==> config.mk <==
export PLATFORM = sky130hd
export DESIGN_NAME = grant_crossbar
export DESIGN_NICKNAME = d
export VERILOG_FILES = /design/src/hw/alloc_pkg.sv /design/src/hw/flit_pkg.sv /design/src/hw/grant_crossbar.sv
export SDC_FILE = /design/constraint.sdc
export NUM_CORES = 1
export LEC_CHECK = 0
export BUFFER_PORTS_ARGS = -buffer_cell sky130_fd_sc_hd__buf_2
export CAP_MARGIN = 20
export CORE_UTILIZATION = 37
export DETAILED_ROUTE_END_ITERATION = 10
export PLACE_DENSITY_LB_ADDON = 0.1
export SLEW_MARGIN = 25
export SYNTH_ARGS = -nofsm -noshare
export SYNTH_HDL_FRONTEND = slang
export SYNTH_SLANG_ARGS = --single-unit
==> constraint.sdc <==
create_clock -name vclk -period 0.8
set_clock_uncertainty 0.1 [all_clocks]
set_input_delay 0.04 -clock vclk [all_inputs]
set_output_delay 0.04 -clock vclk [all_outputs]
set_load 0.1 [all_outputs]
==> src/hw/alloc_pkg.sv <==
package alloc_pkg;

  // ------------------------------------------------------------
  // Allocator dimensions
  // ------------------------------------------------------------

  localparam int NUM_IN  = 4;  // Router input ports
  localparam int NUM_OUT = 4;  // Router output ports

  // ------------------------------------------------------------
  // Request and grant vectors
  // ------------------------------------------------------------

  typedef logic [NUM_IN-1:0]  in_vec_t;   // One bit per input
  typedef logic [NUM_OUT-1:0] out_vec_t;  // One bit per output

  // Row per input, column per output
  // Used for requests and input-side grants
  typedef out_vec_t [NUM_IN-1:0] req_matrix_t;

  // Row per output, column per input
  // Transpose of req_matrix_t, as seen by the output arbiters
  typedef in_vec_t [NUM_OUT-1:0] ogrant_matrix_t;

endpackage

==> src/hw/flit_pkg.sv <==
package flit_pkg;

  localparam int QUEUE_DEPTH = 4;                       // Entries per input FIFO
  localparam int QPTR_W      = $clog2(QUEUE_DEPTH);     // FIFO pointer width
  localparam int QCNT_W      = $clog2(QUEUE_DEPTH + 1); // Occupancy, 0 to depth
  localparam int PORT_W      = 2;                       // Enough for 4 ports
  localparam int TAG_W       = 8;

  typedef logic [PORT_W-1:0] port_id_t;  // Input or output index
  typedef logic [TAG_W-1:0]  tag_t;      // Request tag

  // Queued request, 10 bits
  typedef struct packed {
    port_id_t dest;  // Requested output
    tag_t     tag;
  } req_entry_t;

  // Output port result, 11 bits
  typedef struct packed {
    logic     valid;  // Output granted this cycle
    port_id_t src;    // Winning input
    tag_t     tag;    // Tag of winning head entry
  } out_port_t;

endpackage

==> src/hw/grant_crossbar.sv <==
`timescale 1ns/10ps

module grant_crossbar (
  input  alloc_pkg::ogrant_matrix_t                       i_o_grant,  // Output by input
  input  flit_pkg::req_entry_t [alloc_pkg::NUM_IN-1:0]    i_heads,    // Head of each queue
  output flit_pkg::out_port_t  [alloc_pkg::NUM_OUT-1:0]   o_out
);

  import alloc_pkg::*;
  import flit_pkg::*;

  // Per output, encode the one-hot column and pick the head tag
  always_comb begin
    port_id_t src;
    for (int j = 0; j < NUM_OUT; j++) begin
      src = '0;
      for (int i = 0; i < NUM_IN; i++) begin
        if (i_o_grant[j][i]) begin
          src = port_id_t'(i);  // At most one bit set
        end
      end
      o_out[j].valid = |i_o_grant[j];
      o_out[j].src   = src;
      o_out[j].tag   = i_heads[src].tag;
    end
  end

endmodule

==> results of run 1 <==
## through the flow
step              TNS (ns)  worst slack, ns  instance area (um^2)  hold slack [ns]  std cells
global placement    -21.54           -0.694                  2760            0.333        284
floorplan           -11.15           -0.307                  1470            0.249        133
## cell usage after synthesis
cell / count
a22oi_1: 62
o21ai_0: 25
buf_6: 8
o21ai_1: 7
or2_2: 5
buf_2: 4
nand2b_1: 4
nor2b_1: 4
nor3_4: 4
clkbuf_1: 3
or2_1: 3
clkbuf_2: 1
mux2_2: 1
mux2i_1: 1
nand2_1: 1
## cell families after synthesis
group                  count (synthesis)
and+or+nand+nor                       21
AOI/OAI and AO/OA                     94
buffers and inverters                 16
muxes                                  2
==> out/metrics.cfg, run 1 <==
[floorplanning]
dieWidth_um=52.5
pin_count=100
placementRows=17
die_y_um=52.5
initial_core_util_pct=41.0

[logic_synthesis]
postSynthCellCount=133
synthSimpleGateAreaFrac_pct=17.9
synthMuxAreaShare_pct=2.26
synth_top_cell_by_area=a22oi_1
synth_xor_xnor_area_share_pct=0
synth_top_family_by_area=compound AO/OA/AOI/OAI gates
synth_top_area_share_pct=49.4
synthTopCellsByArea=a22oi_1, o21ai_0, buf_6
syn_avg_cell_area_um2=7.08
yosys_warnings=0
yosysSeqAreaShare_pct=0
syn_area_um2=942
syn_nets=189
synth_compound_area_share_pct=66.4
synth_fa_ha_area_share_pct=0
ys_types=15

[placed_design]
gp_congestion=0.785
port_buffers=92

[run_status]
stop_stage=3_5_place_dp
tool.error=[ERROR DPL-0038] Utilization greater than 100%, impossible to legalize
status=stopped before the end

==> run 2: changes to the inputs <==
Settings changed: CORE_AREA set to 2 2 63 65, CORE_UTILIZATION 37 to not set, DIE_AREA set to 0 0 65 67, PLACE_DENSITY_LB_ADDON 0.1 to 0.15.
==> run 2 against run 1 <==
Effect of this change:
- the flow now finishes, with violations (setup timing)
- area after synthesis unchanged
- synthesized cell count did not move
==> out/metrics.cfg, run 2 <==
[job]
cap_viol_max_count=0

[logic_synthesis]
synthTopCellsByCount=a22oi_1, o21ai_0, buf_6, o21ai_1, or2_2
synthTopCellsByArea=a22oi_1, o21ai_0, buf_6
ys_types=15  ; unchanged
syn_avg_cell_area_um2=7.08  ; unchanged
yosysSeqAreaShare_pct=0  ; unchanged
postSynthCellCount=133  ; unchanged
syn_nets=189  ; unchanged
yosys_warnings=0  ; unchanged
syn_area_um2=942  ; unchanged
synth_top_area_share_pct=49.4  ; unchanged
yosysMostFrequentCell=a22oi_1
synth_top_cell_by_area=a22oi_1

[final_layout]
layout.cells.non_filler=314
nNetsFinal=323
fin_area_um2=3380
fillers=100
multi_input_area_um2=1510
nFlopsAndLatches=0
drive_gt1_share_pct=93.2
final_common_cell=buf_12
final-seq-area_um2=0
nClkBuffers=0
area_growth_pct=259
final_cell_mix=buf_12, a22oi_2, buf_2, o21ai_4, buf_4
final_core_util_pct=93.7

[placed_design]
dpl.hpwl_mm=4.58
dpl-instance-area_um2=2700
placedCellCount=292
port_buffers=92  ; unchanged
gp_congestion=0.893  ; +14%

[global_routing]
grt_pass1_vias=2064
grt_pass1_wl_mm=12.2
grt-ovfl-total=0
antenna_found_initial=1
grt_usage_pct=37.1
grt_max_degree=15

[worst_setup_path]
critPathTopFamily=buffers and inverters
crit_path_end=o_out[6]
crit_path_start_kind=input pin
path_buf_inv=4
cp_cell_sequence=buf_8 -> buf_8 -> nor3_4 -> buf_6 -> a22oi_2 -> o21ai_4 -> buf_12
crit_type=input pin to primary output
worst_ep_arrival_time_ns=1.07
startpoint=i_o_grant[2]
cp.depth=7
cp_common_cell=buf_8
path_max_fanout=8
max_stage_delay_ns=0.22
cp_slowest_cell=nor3_4
critPathCaptureType=primary output
cp_data_required_time_ns=0.66

[timing]
final_hold_viol_count=0
worst_slew_pin_slew_ns=0.387
fin_crit_sh_pct=151
max_freq_mhz=829
rsz0062_at_grt=true
period_needed_ns=1.21
hold_slack_ns=0.347
finalMaxSlewViolations=0
setup_viol=44
setup_slack_ns=-0.406
slew_headroom_pct=74.2

[floorplanning]
initial_core_util_pct=26.1  ; -15 points
pin_count=100  ; unchanged
die_y_um=67  ; +28%
placementRows=22  ; +5
floorplan.core_area_um2=3610
die_area_um2=4360
dieWidth_um=65  ; +24%

[detailed_routing]
routed_via_density=6.60
dr.pass1.iters=5
ant_nets=0
drc=0
routed_wl_mm=8.69
vias=2071
drtIter0Drc=197
post_drt_wl_per_cell_um=27.7

[run_status]
violations=setup timing
status=finished with violations

[pwr]
leakage_uw=0.00134
powerDensity_nw_per_um2=1150
peakVddDrop_uv=866

[min_path]
hold_path_class=input pin to primary output

run 2: cell counts after synthesis:
No cell type changed its count.
run 2: power breakdown:
group	switching (uW)	internal (uW)
registers	0	0
logic	2390	1490
clock network	0	0.000167
run 2: how the worst min path moves through the flow:
stage / cells after the start / endpoint / startpoint / slack [ns]
3_5_place_dp: 3 / o_out[10] / i_o_grant[0] / 0.34
2_1_floorplan: 1 / o_out[10] / i_o_grant[0] / 0.25
5_1_grt: 3 / o_out[10] / i_o_grant[0] / 0.35
6_report: 3 / o_out[21] / i_o_grant[4] / 0.35
3_3_place_gp: 3 / o_out[43] / i_o_grant[12] / 0.33
4_1_cts: 3 / o_out[10] / i_o_grant[0] / 0.34
run 2: metrics by stage:
stage                     total power, uW  setup WS [ns]  TNS (ns)
final                                3880         -0.406    -12.75
after global routing                 3930         -0.426    -13.63
after CTS                            3700         -0.369    -11.37
after detailed placement             3360         -0.761    -20.83
after global placement               3320         -0.625    -18.88
after floorplan                      2180         -0.307    -11.15
run 2: kinds of logic after synthesis:
logic type,count (synthesis),synth area share [%]
AO/OA/AOI/OAI,94,66.4
multiplexers,2,2.26
AND/OR/NAND/NOR,21,17.9
buffers and inverters,16,13.4
run 2: timing repair:
item / 4_1_cts / 5_1_grt
setup endpoints to repair: 44 / 44
resized for setup: 105 / 12
pin swaps: 20 / 14
hold buffers: 0 / 0
setup buffers: 14 / 9
gates cloned: 2 / 0
run 2: final cells by class:
cell class,instances,area share [%]
Timing Repair Buffer,147,53.4
Tap cell,48,1.78
Antenna cell,1,0.0740
Multi-Input combinational cell,118,44.7
run 2: per-layer routing:
metal | track usage [%] | up-vias | part of all wire, %
li1 | - | 823 | -
met1 | 43.5 | 985 | 33
met2 | 70.5 | 210 | 50
met3 | 5.07 | 53 | 9.4
met4 | 9.04 | 0 | 7.0
met5 | 0 | - | 0
run 2: tightest hold or removal path, stage by stage:
cell	delay [ns]
buf_2	0.08
nand2b_4	0.12
buf_12	0.16
Power figures use the tool's default switching activity.
