<file path="config.mk">
export PLATFORM = sky130hd
export DESIGN_NAME = input_req_queue
export DESIGN_NICKNAME = d
export VERILOG_FILES = /design/src/hw/alloc_pkg.sv /design/src/hw/flit_pkg.sv /design/src/hw/input_req_queue.sv
export SDC_FILE = /design/constraint.sdc
export NUM_CORES = 1
export LEC_CHECK = 0
export BUFFER_PORTS_ARGS = -buffer_cell sky130_fd_sc_hd__buf_2
export CAP_MARGIN = 20
export CORE_MARGIN = 4
export CORE_UTILIZATION = 50
export DETAILED_ROUTE_END_ITERATION = 10
export PLACE_DENSITY = 0.75
export SETUP_SLACK_MARGIN = 0.3
export SLEW_MARGIN = 5
export SYNTH_ARGS = -nofsm -noshare
export SYNTH_HDL_FRONTEND = slang
export SYNTH_SLANG_ARGS = --single-unit
</file>
<file path="constraint.sdc">
create_clock -name clk -period 1.9 [get_ports clk]
set_clock_uncertainty 0.2 [all_clocks]
set_input_delay 0.095 -clock clk [delete_from_list [all_inputs] [get_ports clk]]
set_output_delay 0.095 -clock clk [all_outputs]
set_load 0.1 [all_outputs]
</file>
<file path="src/hw/alloc_pkg.sv">
package alloc_pkg;

  // ------------------------------------------------------------
  // Allocator dimensions
  // ------------------------------------------------------------

  localparam int NUM_IN  = 4;  // Router input ports
  localparam int NUM_OUT = 4;  // Router output ports

  // ------------------------------------------------------------
  // Request and grant vectors
  // ------------------------------------------------------------

  typedef logic [NUM_IN-1:0]  in_vec_t;   // One bit per input
  typedef logic [NUM_OUT-1:0] out_vec_t;  // One bit per output

  // Row per input, column per output
  // Used for requests and input-side grants
  typedef out_vec_t [NUM_IN-1:0] req_matrix_t;

  // Row per output, column per input
  // Transpose of req_matrix_t, as seen by the output arbiters
  typedef in_vec_t [NUM_OUT-1:0] ogrant_matrix_t;

endpackage

</file>
<file path="src/hw/flit_pkg.sv">
package flit_pkg;

  localparam int QUEUE_DEPTH = 4;                       // Entries per input FIFO
  localparam int QPTR_W      = $clog2(QUEUE_DEPTH);     // FIFO pointer width
  localparam int QCNT_W      = $clog2(QUEUE_DEPTH + 1); // Occupancy, 0 to depth
  localparam int PORT_W      = 2;                       // Enough for 4 ports
  localparam int TAG_W       = 8;

  typedef logic [PORT_W-1:0] port_id_t;  // Input or output index
  typedef logic [TAG_W-1:0]  tag_t;      // Request tag

  // Queued request, 10 bits
  typedef struct packed {
    port_id_t dest;  // Requested output
    tag_t     tag;
  } req_entry_t;

  // Output port result, 11 bits
  typedef struct packed {
    logic     valid;  // Output granted this cycle
    port_id_t src;    // Winning input
    tag_t     tag;    // Tag of winning head entry
  } out_port_t;

endpackage

</file>
<file path="src/hw/input_req_queue.sv">
`timescale 1ns/10ps

module input_req_queue (
  input  logic                 clk,
  input  logic                 i_rst_n,
  input  logic                 i_push,     // Write strobe
  input  flit_pkg::req_entry_t i_entry,
  input  alloc_pkg::out_vec_t  i_grant,    // Row of input grant matrix
  output logic                 o_full,
  output alloc_pkg::out_vec_t  o_request,  // One-hot head request
  output flit_pkg::req_entry_t o_head
);

  import flit_pkg::*;

  req_entry_t        l_mem [QUEUE_DEPTH];  // Entry storage
  logic [QPTR_W-1:0] l_wr_ptr;
  logic [QPTR_W-1:0] l_rd_ptr;
  logic [QCNT_W-1:0] l_count;              // Occupied entries
  logic              l_push;
  logic              l_pop;

  assign o_full = (l_count == QCNT_W'(QUEUE_DEPTH));
  assign l_push = i_push && !o_full;          // Push when full is dropped
  assign l_pop  = (|i_grant) && (l_count != '0);

  // ------------------------------------------------------------
  // Storage
  // ------------------------------------------------------------

  always_ff @(posedge clk) begin
    if (l_push) begin
      l_mem[l_wr_ptr] <= i_entry;
    end
  end

  // ------------------------------------------------------------
  // Pointers and count
  // ------------------------------------------------------------

  always_ff @(posedge clk or negedge i_rst_n) begin
    if (!i_rst_n) begin
      l_wr_ptr <= '0;
      l_rd_ptr <= '0;
      l_count  <= '0;
    end else begin
      if (l_push) begin
        l_wr_ptr <= (l_wr_ptr == QPTR_W'(QUEUE_DEPTH - 1)) ? '0 : l_wr_ptr + 1'b1;
      end
      if (l_pop) begin
        l_rd_ptr <= (l_rd_ptr == QPTR_W'(QUEUE_DEPTH - 1)) ? '0 : l_rd_ptr + 1'b1;
      end
      // Both at once leaves count alone
      case ({l_push, l_pop})
        2'b10:   l_count <= l_count + 1'b1;
        2'b01:   l_count <= l_count - 1'b1;
        default: l_count <= l_count;
      endcase
    end
  end

  // Head entry and its request row
  assign o_head = l_mem[l_rd_ptr];

  always_comb begin
    o_request = '0;
    if (l_count != '0) begin
      o_request[o_head.dest] = 1'b1;  // Decode destination
    end
  end

endmodule

</file>
==> run metrics, run 1 <==
outcome=finished with violations; failing checks=negative setup slack; top-area cell type share of the netlist area=0.592; routed length on met1=roughly 1900 um; Slew Limit Fails=0; number of synthesized flops with an enable pin=40; Die Span Y=~72 um; worst hold endpoint=l_count[0]; initial DRC count=67; Crit path max-delay family=flip-flops; yosys warns=0; vias in the first global route=between 1,000 and 1,500; Hold Path Class=input port to flip-flop; routed length per instance=around 20 um; initial antenna violation count=0; Syn Area/Cell=19.0 um2; worst skew pair latency=slightly above 0.3 ns; synth cell count leaders=edfxtp_1, dfrtp_1, ha_1, mux4_1; area leader, netlist=edfxtp_1; share of layout cells above drive strength 1=0.613; slack of the critical path=-0.210 ns; worst r2r path cells=7; Top Layer Used=met4; metal3 WL=157 um; CTS tree=done; clk buf depth=2; H-tree lvl count=2; hold_sp=i_push; Async S/R FF share, synth=0.149; Placement Cell Area=between 2000 and 2500 um2; final setup vio count=15; GPL Wtd Cong=between 0.6 and 0.7; min cycle time layout=between 2 and 2.5 ns; Final Cycle Share=1.11; CP Launch Type=flip-flop; first-pass iteration count of the detailed router=4; Fin. Hold Viols=0; worst hold stages=5; Final ANT Viol Nets=0; Area Overhead vs Synth=51.8%; die area=5140 um2; I/O pins=32; most numerous cell in the Yosys netlist=edfxtp_1; critical path class=flip-flop to output port; final WL=around 4500 um; Req. time, crit path=approximately 1.6 ns; max_cap viols=0; worst r2r dst=l_count[1]; Critical Path AT=1.82 ns; worst reg2reg startpoint=l_count[0]; DRC viols=0; first-pass GRT wire length=~6700 um; crit end category=output port; All-Layer GR Usage=0.178; Starting Density=0.534; vias per cell=between 5 and 6; root buffer cell=clkbuf_8; WL met2=2380 um; Final #Nets=approximately 200; diodes inserted=0; setup_tns=-1.30 ns; Seq/Total Area, Yosys=0.679; number of synthesized register bits=47; Distinct cells, synth=28; relative slew slack=0.669; width of the die=a little over 70 um; Synth area leaders=edfxtp_1, dfrtp_1, mux4_1, ha_1, mux2_2; ys flop type=edfxtp_1; Final Cell Area=about 3100 um2; critical path, cell by cell=mux2_4 -> nand2b_4 -> o32ai_4 -> buf_12; largest net degree at the start of global routing=18; Synth Net Count=131; CP max stage delay=~0.50 ns; Buffers & Inverters on Critical Path=1; gr ovfl total=0; Peak Freq=approximately 0.47 GHz; CP Max Fanout=6; RSZ-0062 raised after global routing=yes; Worst path slowest cell=dfrtp_2; clock-pin slew on the worst setup and hold paths=roughly 0.090 ns; synthesized instance count=roughly 110; worst slew pin tran=approximately 0.50 ns; R2R setup slack=-0.18 ns; routed vias=~1,200; FP Rows=22; fillcell total=around 190; Buffers on Ports=31; Clock Sinks=47; Mapped Area=2030 um2; Core Footprint=between 3000 and 4000 um2; DP HPWL=2490 um; Num CTS Buffers=5
==> final cells by class <==
type / count / area (um2) / area share
repair buffers: 65 / 709 / 0.230
multi-input cells: 58 / 821 / 0.267
flip-flops and latches: 47 / 1380 / 0.448
well taps: 48 / 60.1 / 0.0195
inverters: 3 / 11.3 / 0.00366
clock inverters: 3 / 27.5 / 0.00894
clock buffers: 5 / 68.8 / 0.0224
==> kinds of logic after synthesis <==
logic type / Yosys count / share of synthesized area
xor gates and xnor gates: 3 / 0.0130
buffers and inverters: 6 / 0.0222
AOI/OAI and AO/OA: 5 / 0.0210
and+or+nand+nor: 22 / 0.0685
muxes: 17 / 0.150
DFF: 47 / 0.679
adders and majority gates: 7 / 0.0469
==> worst max path at each step <==
stage                            from      endpoint  slack, ns  cells after the start
after floorplan            l_count[1]    l_count[1]      -0.77                      6
after global placement     l_count[0]    l_count[2]      -0.03                      7
after detailed placement   l_count[0]    l_count[2]      -0.14                      7
after CTS                 l_rd_ptr[1]  o_request[1]      -0.16                      4
after global routing      l_rd_ptr[1]  o_request[1]      -0.25                      4
final                     l_rd_ptr[1]  o_request[1]      -0.21                      4
==> flip-flops by register name, summed over array words and instances, names as in the netlist <==
| signal | count |
|---|---|
| l_mem | 40 |
| l_count | 3 |
| l_rd_ptr | 2 |
| l_wr_ptr | 2 |
==> layer usage <==
metal  GRT usage  vias to the layer above
met3      0.0449                       11
met1       0.224                      637
met2       0.300                       27
met4      0.0626                        0
li1            -                      567
met5           0                        -
==> cell usage in the layout (no fill, tap or decap), drive strengths merged <==
cell type and instances:
buf 52, edfxtp 40, dlygate4sd3 12, and2 9, mux4 8, dfrtp 7, ha 6, clkbuf 6
mux2 6, nor2 5, inv 5, mux2i 3, nand2b 3, nand2 3, o32ai 2, o22ai 2
xnor2 2, nor3 1, nor4 1, nor3b 1, a21oi 1, or3 1, or2 1, nor2b 1
xor2 1, fa 1, clkinvlp 1
==> worst reg2reg max path: stages, from the launching register on <==
cell	delay [ns]
dfrtp_2	0.46
buf_6	0.13
nor3b_4	0.22
nor2b_4	0.07
inv_2	0.06
ha_4	0.13
fa_2	0.42
mux2_4	0.27
==> per-stage QoR <==
step                hold WS [ns]  worst slack, ns  utilization  instances
floorplan                 -0.401           -0.772            -        107
global placement          -0.262          -0.0296        0.643        193
detailed placement        -0.256           -0.137        0.643        193
CTS                        0.110           -0.155        0.783        226
global route               0.123           -0.252        0.810        229
finish                     0.108           -0.210        0.810        229
==> what timing repair did <==
action | 4_1_cts | 5_1_grt
setup endpoints to repair | 57 | 60
pin swaps | 8 | 4
buffers inserted | 9 | 2
resized for setup | 62 | 13
hold buffers | 12 | 0
hold endpoints to repair | 47 | 0
cloned | 4 | 1
Power of run 1 is left out: the tool's default activity adds up to more than one toggle a clock period on the data nets, which glitch-free logic cannot reach.
==> run 2: changes to the inputs <==
Settings changed: BUFFER_PORTS_ARGS -buffer_cell sky130_fd_sc_hd__buf_2 to -buffer_cell sky130_fd_sc_hd__buf_4.
==> run 2 against run 1 <==
Net effect: the flow still finishes with violations (negative setup slack); sequential share of layout area down 1.2 points; critical endpoint is now l_count[1]; cell area up 2.8%; highest routed layer unchanged; fmax up 3.8%; hold slack better by 0.026 ns; die area unchanged; critical path depth up 2; global-route usage up 0.87 points; core utilization up 2.3 points.
==> run metrics, run 2 (synthesized netlist as in run 1, its figures left out) <==
outcome=finished with violations; failing checks=negative setup slack; final setup vio count=14; share of layout cells above drive strength 1=0.615; CP Launch Type=flip-flop; Req. time, crit path=1.89 ns; Starting Density=0.534; Final Cycle Share=1.07; Post-Place Cells=about 200; CP Max Fanout=3; Final #Nets=~210; vias per cell=between 5 and 6; die area=roughly 5000 um2; Hold Path Class=input port to flip-flop; worst reg2reg startpoint=l_count[0]; end of the critical path=l_count[1]; critical path class=flip-flop to flip-flop; initial antenna violation count=0; Peak Freq=0.492 GHz; clock-pin slew on the worst setup and hold paths=approximately 0.07 ns; routed length per instance=between 20 and 25 um; worst skew pair latency=approximately 0.30 ns; routed vias=1,221; final WL=approximately 4700 um; critical path, cell by cell=nor3b_4 -> nor2b_4 -> inv_2 -> ha_4 -> fa_2 -> mux2_2; Critical Path Stages=6; diodes inserted=0; root buffer cell=clkbuf_8; multi-input combinational cell area=approximately 800 um2; largest register by flop count=l_mem; Area Overhead vs Synth=56.1%; Non-Filler Instances=230; CP max stage delay=around 0.46 ns; worst r2r path cells=6; max_cap viols=0; worst slew pin tran=0.332 ns; relative slew slack=0.777; R2R setup slack=-0.13 ns; clk buf depth=2; beginning of the critical path=l_count[0]; DRC viols=0; Crit path max-delay family=adder cells; Sequential Area=1380 um2; commonest non-fill, non-tap cells in the layout=edfxtp_1, buf_4, buf_12; Num CTS Buffers=5; first-pass iteration count of the detailed router=6; I/O pins=32; CTS tree=done; All-Layer GR Usage=0.187; gr ovfl total=0; Final ANT Viol Nets=0; crit end category=flip-flop; FP Rows=22; Worst path slowest cell=dfrtp_2; Fin. Hold Viols=0; RSZ-0062 raised after global routing=yes; GPL Wtd Cong=0.701; slack of the critical path=-0.132 ns; min cycle time layout=between 2 and 2.5 ns; commonest non-fill, non-tap cell in the layout=edfxtp_1; vias in the first global route=1,294; first-pass GRT wire length=6830 um; initial DRC count=between 70 and 80; fillcell total=roughly 170; biggest regs=l_mem x40, l_count x3; Critical Path AT=2.02 ns; Die Span Y=approximately 72 um; width of the die=approximately 72 um; Buffers & Inverters on Critical Path=1; largest net degree at the start of global routing=15; Clock Sinks=47; Buffers on Ports=31; max reg flops=40; H-tree lvl count=2; Core Footprint=3800 um2; worst r2r dst=l_count[1]; Slew Limit Fails=0; DP HPWL=around 2600 um
-- run 2: worst min-delay path, cell delays in order --
cell and delay (ns):
buf_4 0.11, nor2b_4 0.12, inv_2 0.06, ha_4 0.14, xnor2_1 0.08
-- run 2: per-stage QoR --
step / instance area [um2] / hold WS [ns] / util / worst slack, ns / setup TNS, ns
6_report: 3170 / 0.135 / 0.833 / -0.132 / -0.761
5_1_grt: 3170 / 0.136 / 0.833 / -0.182 / -1.60
4_1_cts: 3020 / 0.138 / 0.794 / -0.141 / -0.791
3_5_place_dp: 2440 / -0.288 / 0.644 / -0.156 / -0.270
3_3_place_gp: 2440 / -0.287 / 0.644 / -0.0332 / -0.0414
2_1_floorplan: 2100 / -0.401 / - / -0.772 / -16.45
-- run 2: area by class of cell --
cell class                      count  share of cell area
Timing Repair Buffer               66               0.245
Clock inverter                      2              0.0190
Sequential cell                    47               0.437
Multi-Input combinational cell     58               0.253
Inverter                            3             0.00356
Clock buffer                        6              0.0229
Tap cell                           48              0.0190
-- run 2: layer usage --
metal	GRT usage	up-vias	share of wire
li1	-	566	-
met1	0.196	623	0.36
met2	0.355	25	0.59
met3	0.0561	7	0.040
met4	0.0564	0	0.013
met5	0	-	0
-- run 2: worst min-delay path by stage --
stage | from | slack, ns | cells past startpoint | endpoint
floorplan | i_rst_n | -0.40 | 0 | l_count[0]
global placement | i_rst_n | -0.29 | 1 | l_wr_ptr[1]
detailed placement | i_rst_n | -0.29 | 1 | l_wr_ptr[1]
CTS | i_push | 0.14 | 5 | l_count[0]
global route | i_push | 0.14 | 5 | l_count[0]
finish | i_push | 0.13 | 5 | l_count[0]
-- run 2: timing repair --
action                                 CTS  global route
resized for setup                       66            18
gates cloned                             4             2
endpoints found under the hold margin   47             0
setup endpoints to repair               57            60
setup buffers                            5             4
pin swaps                                4             5
hold buffers                            12             0
Power of run 2 is left out for the same reason.
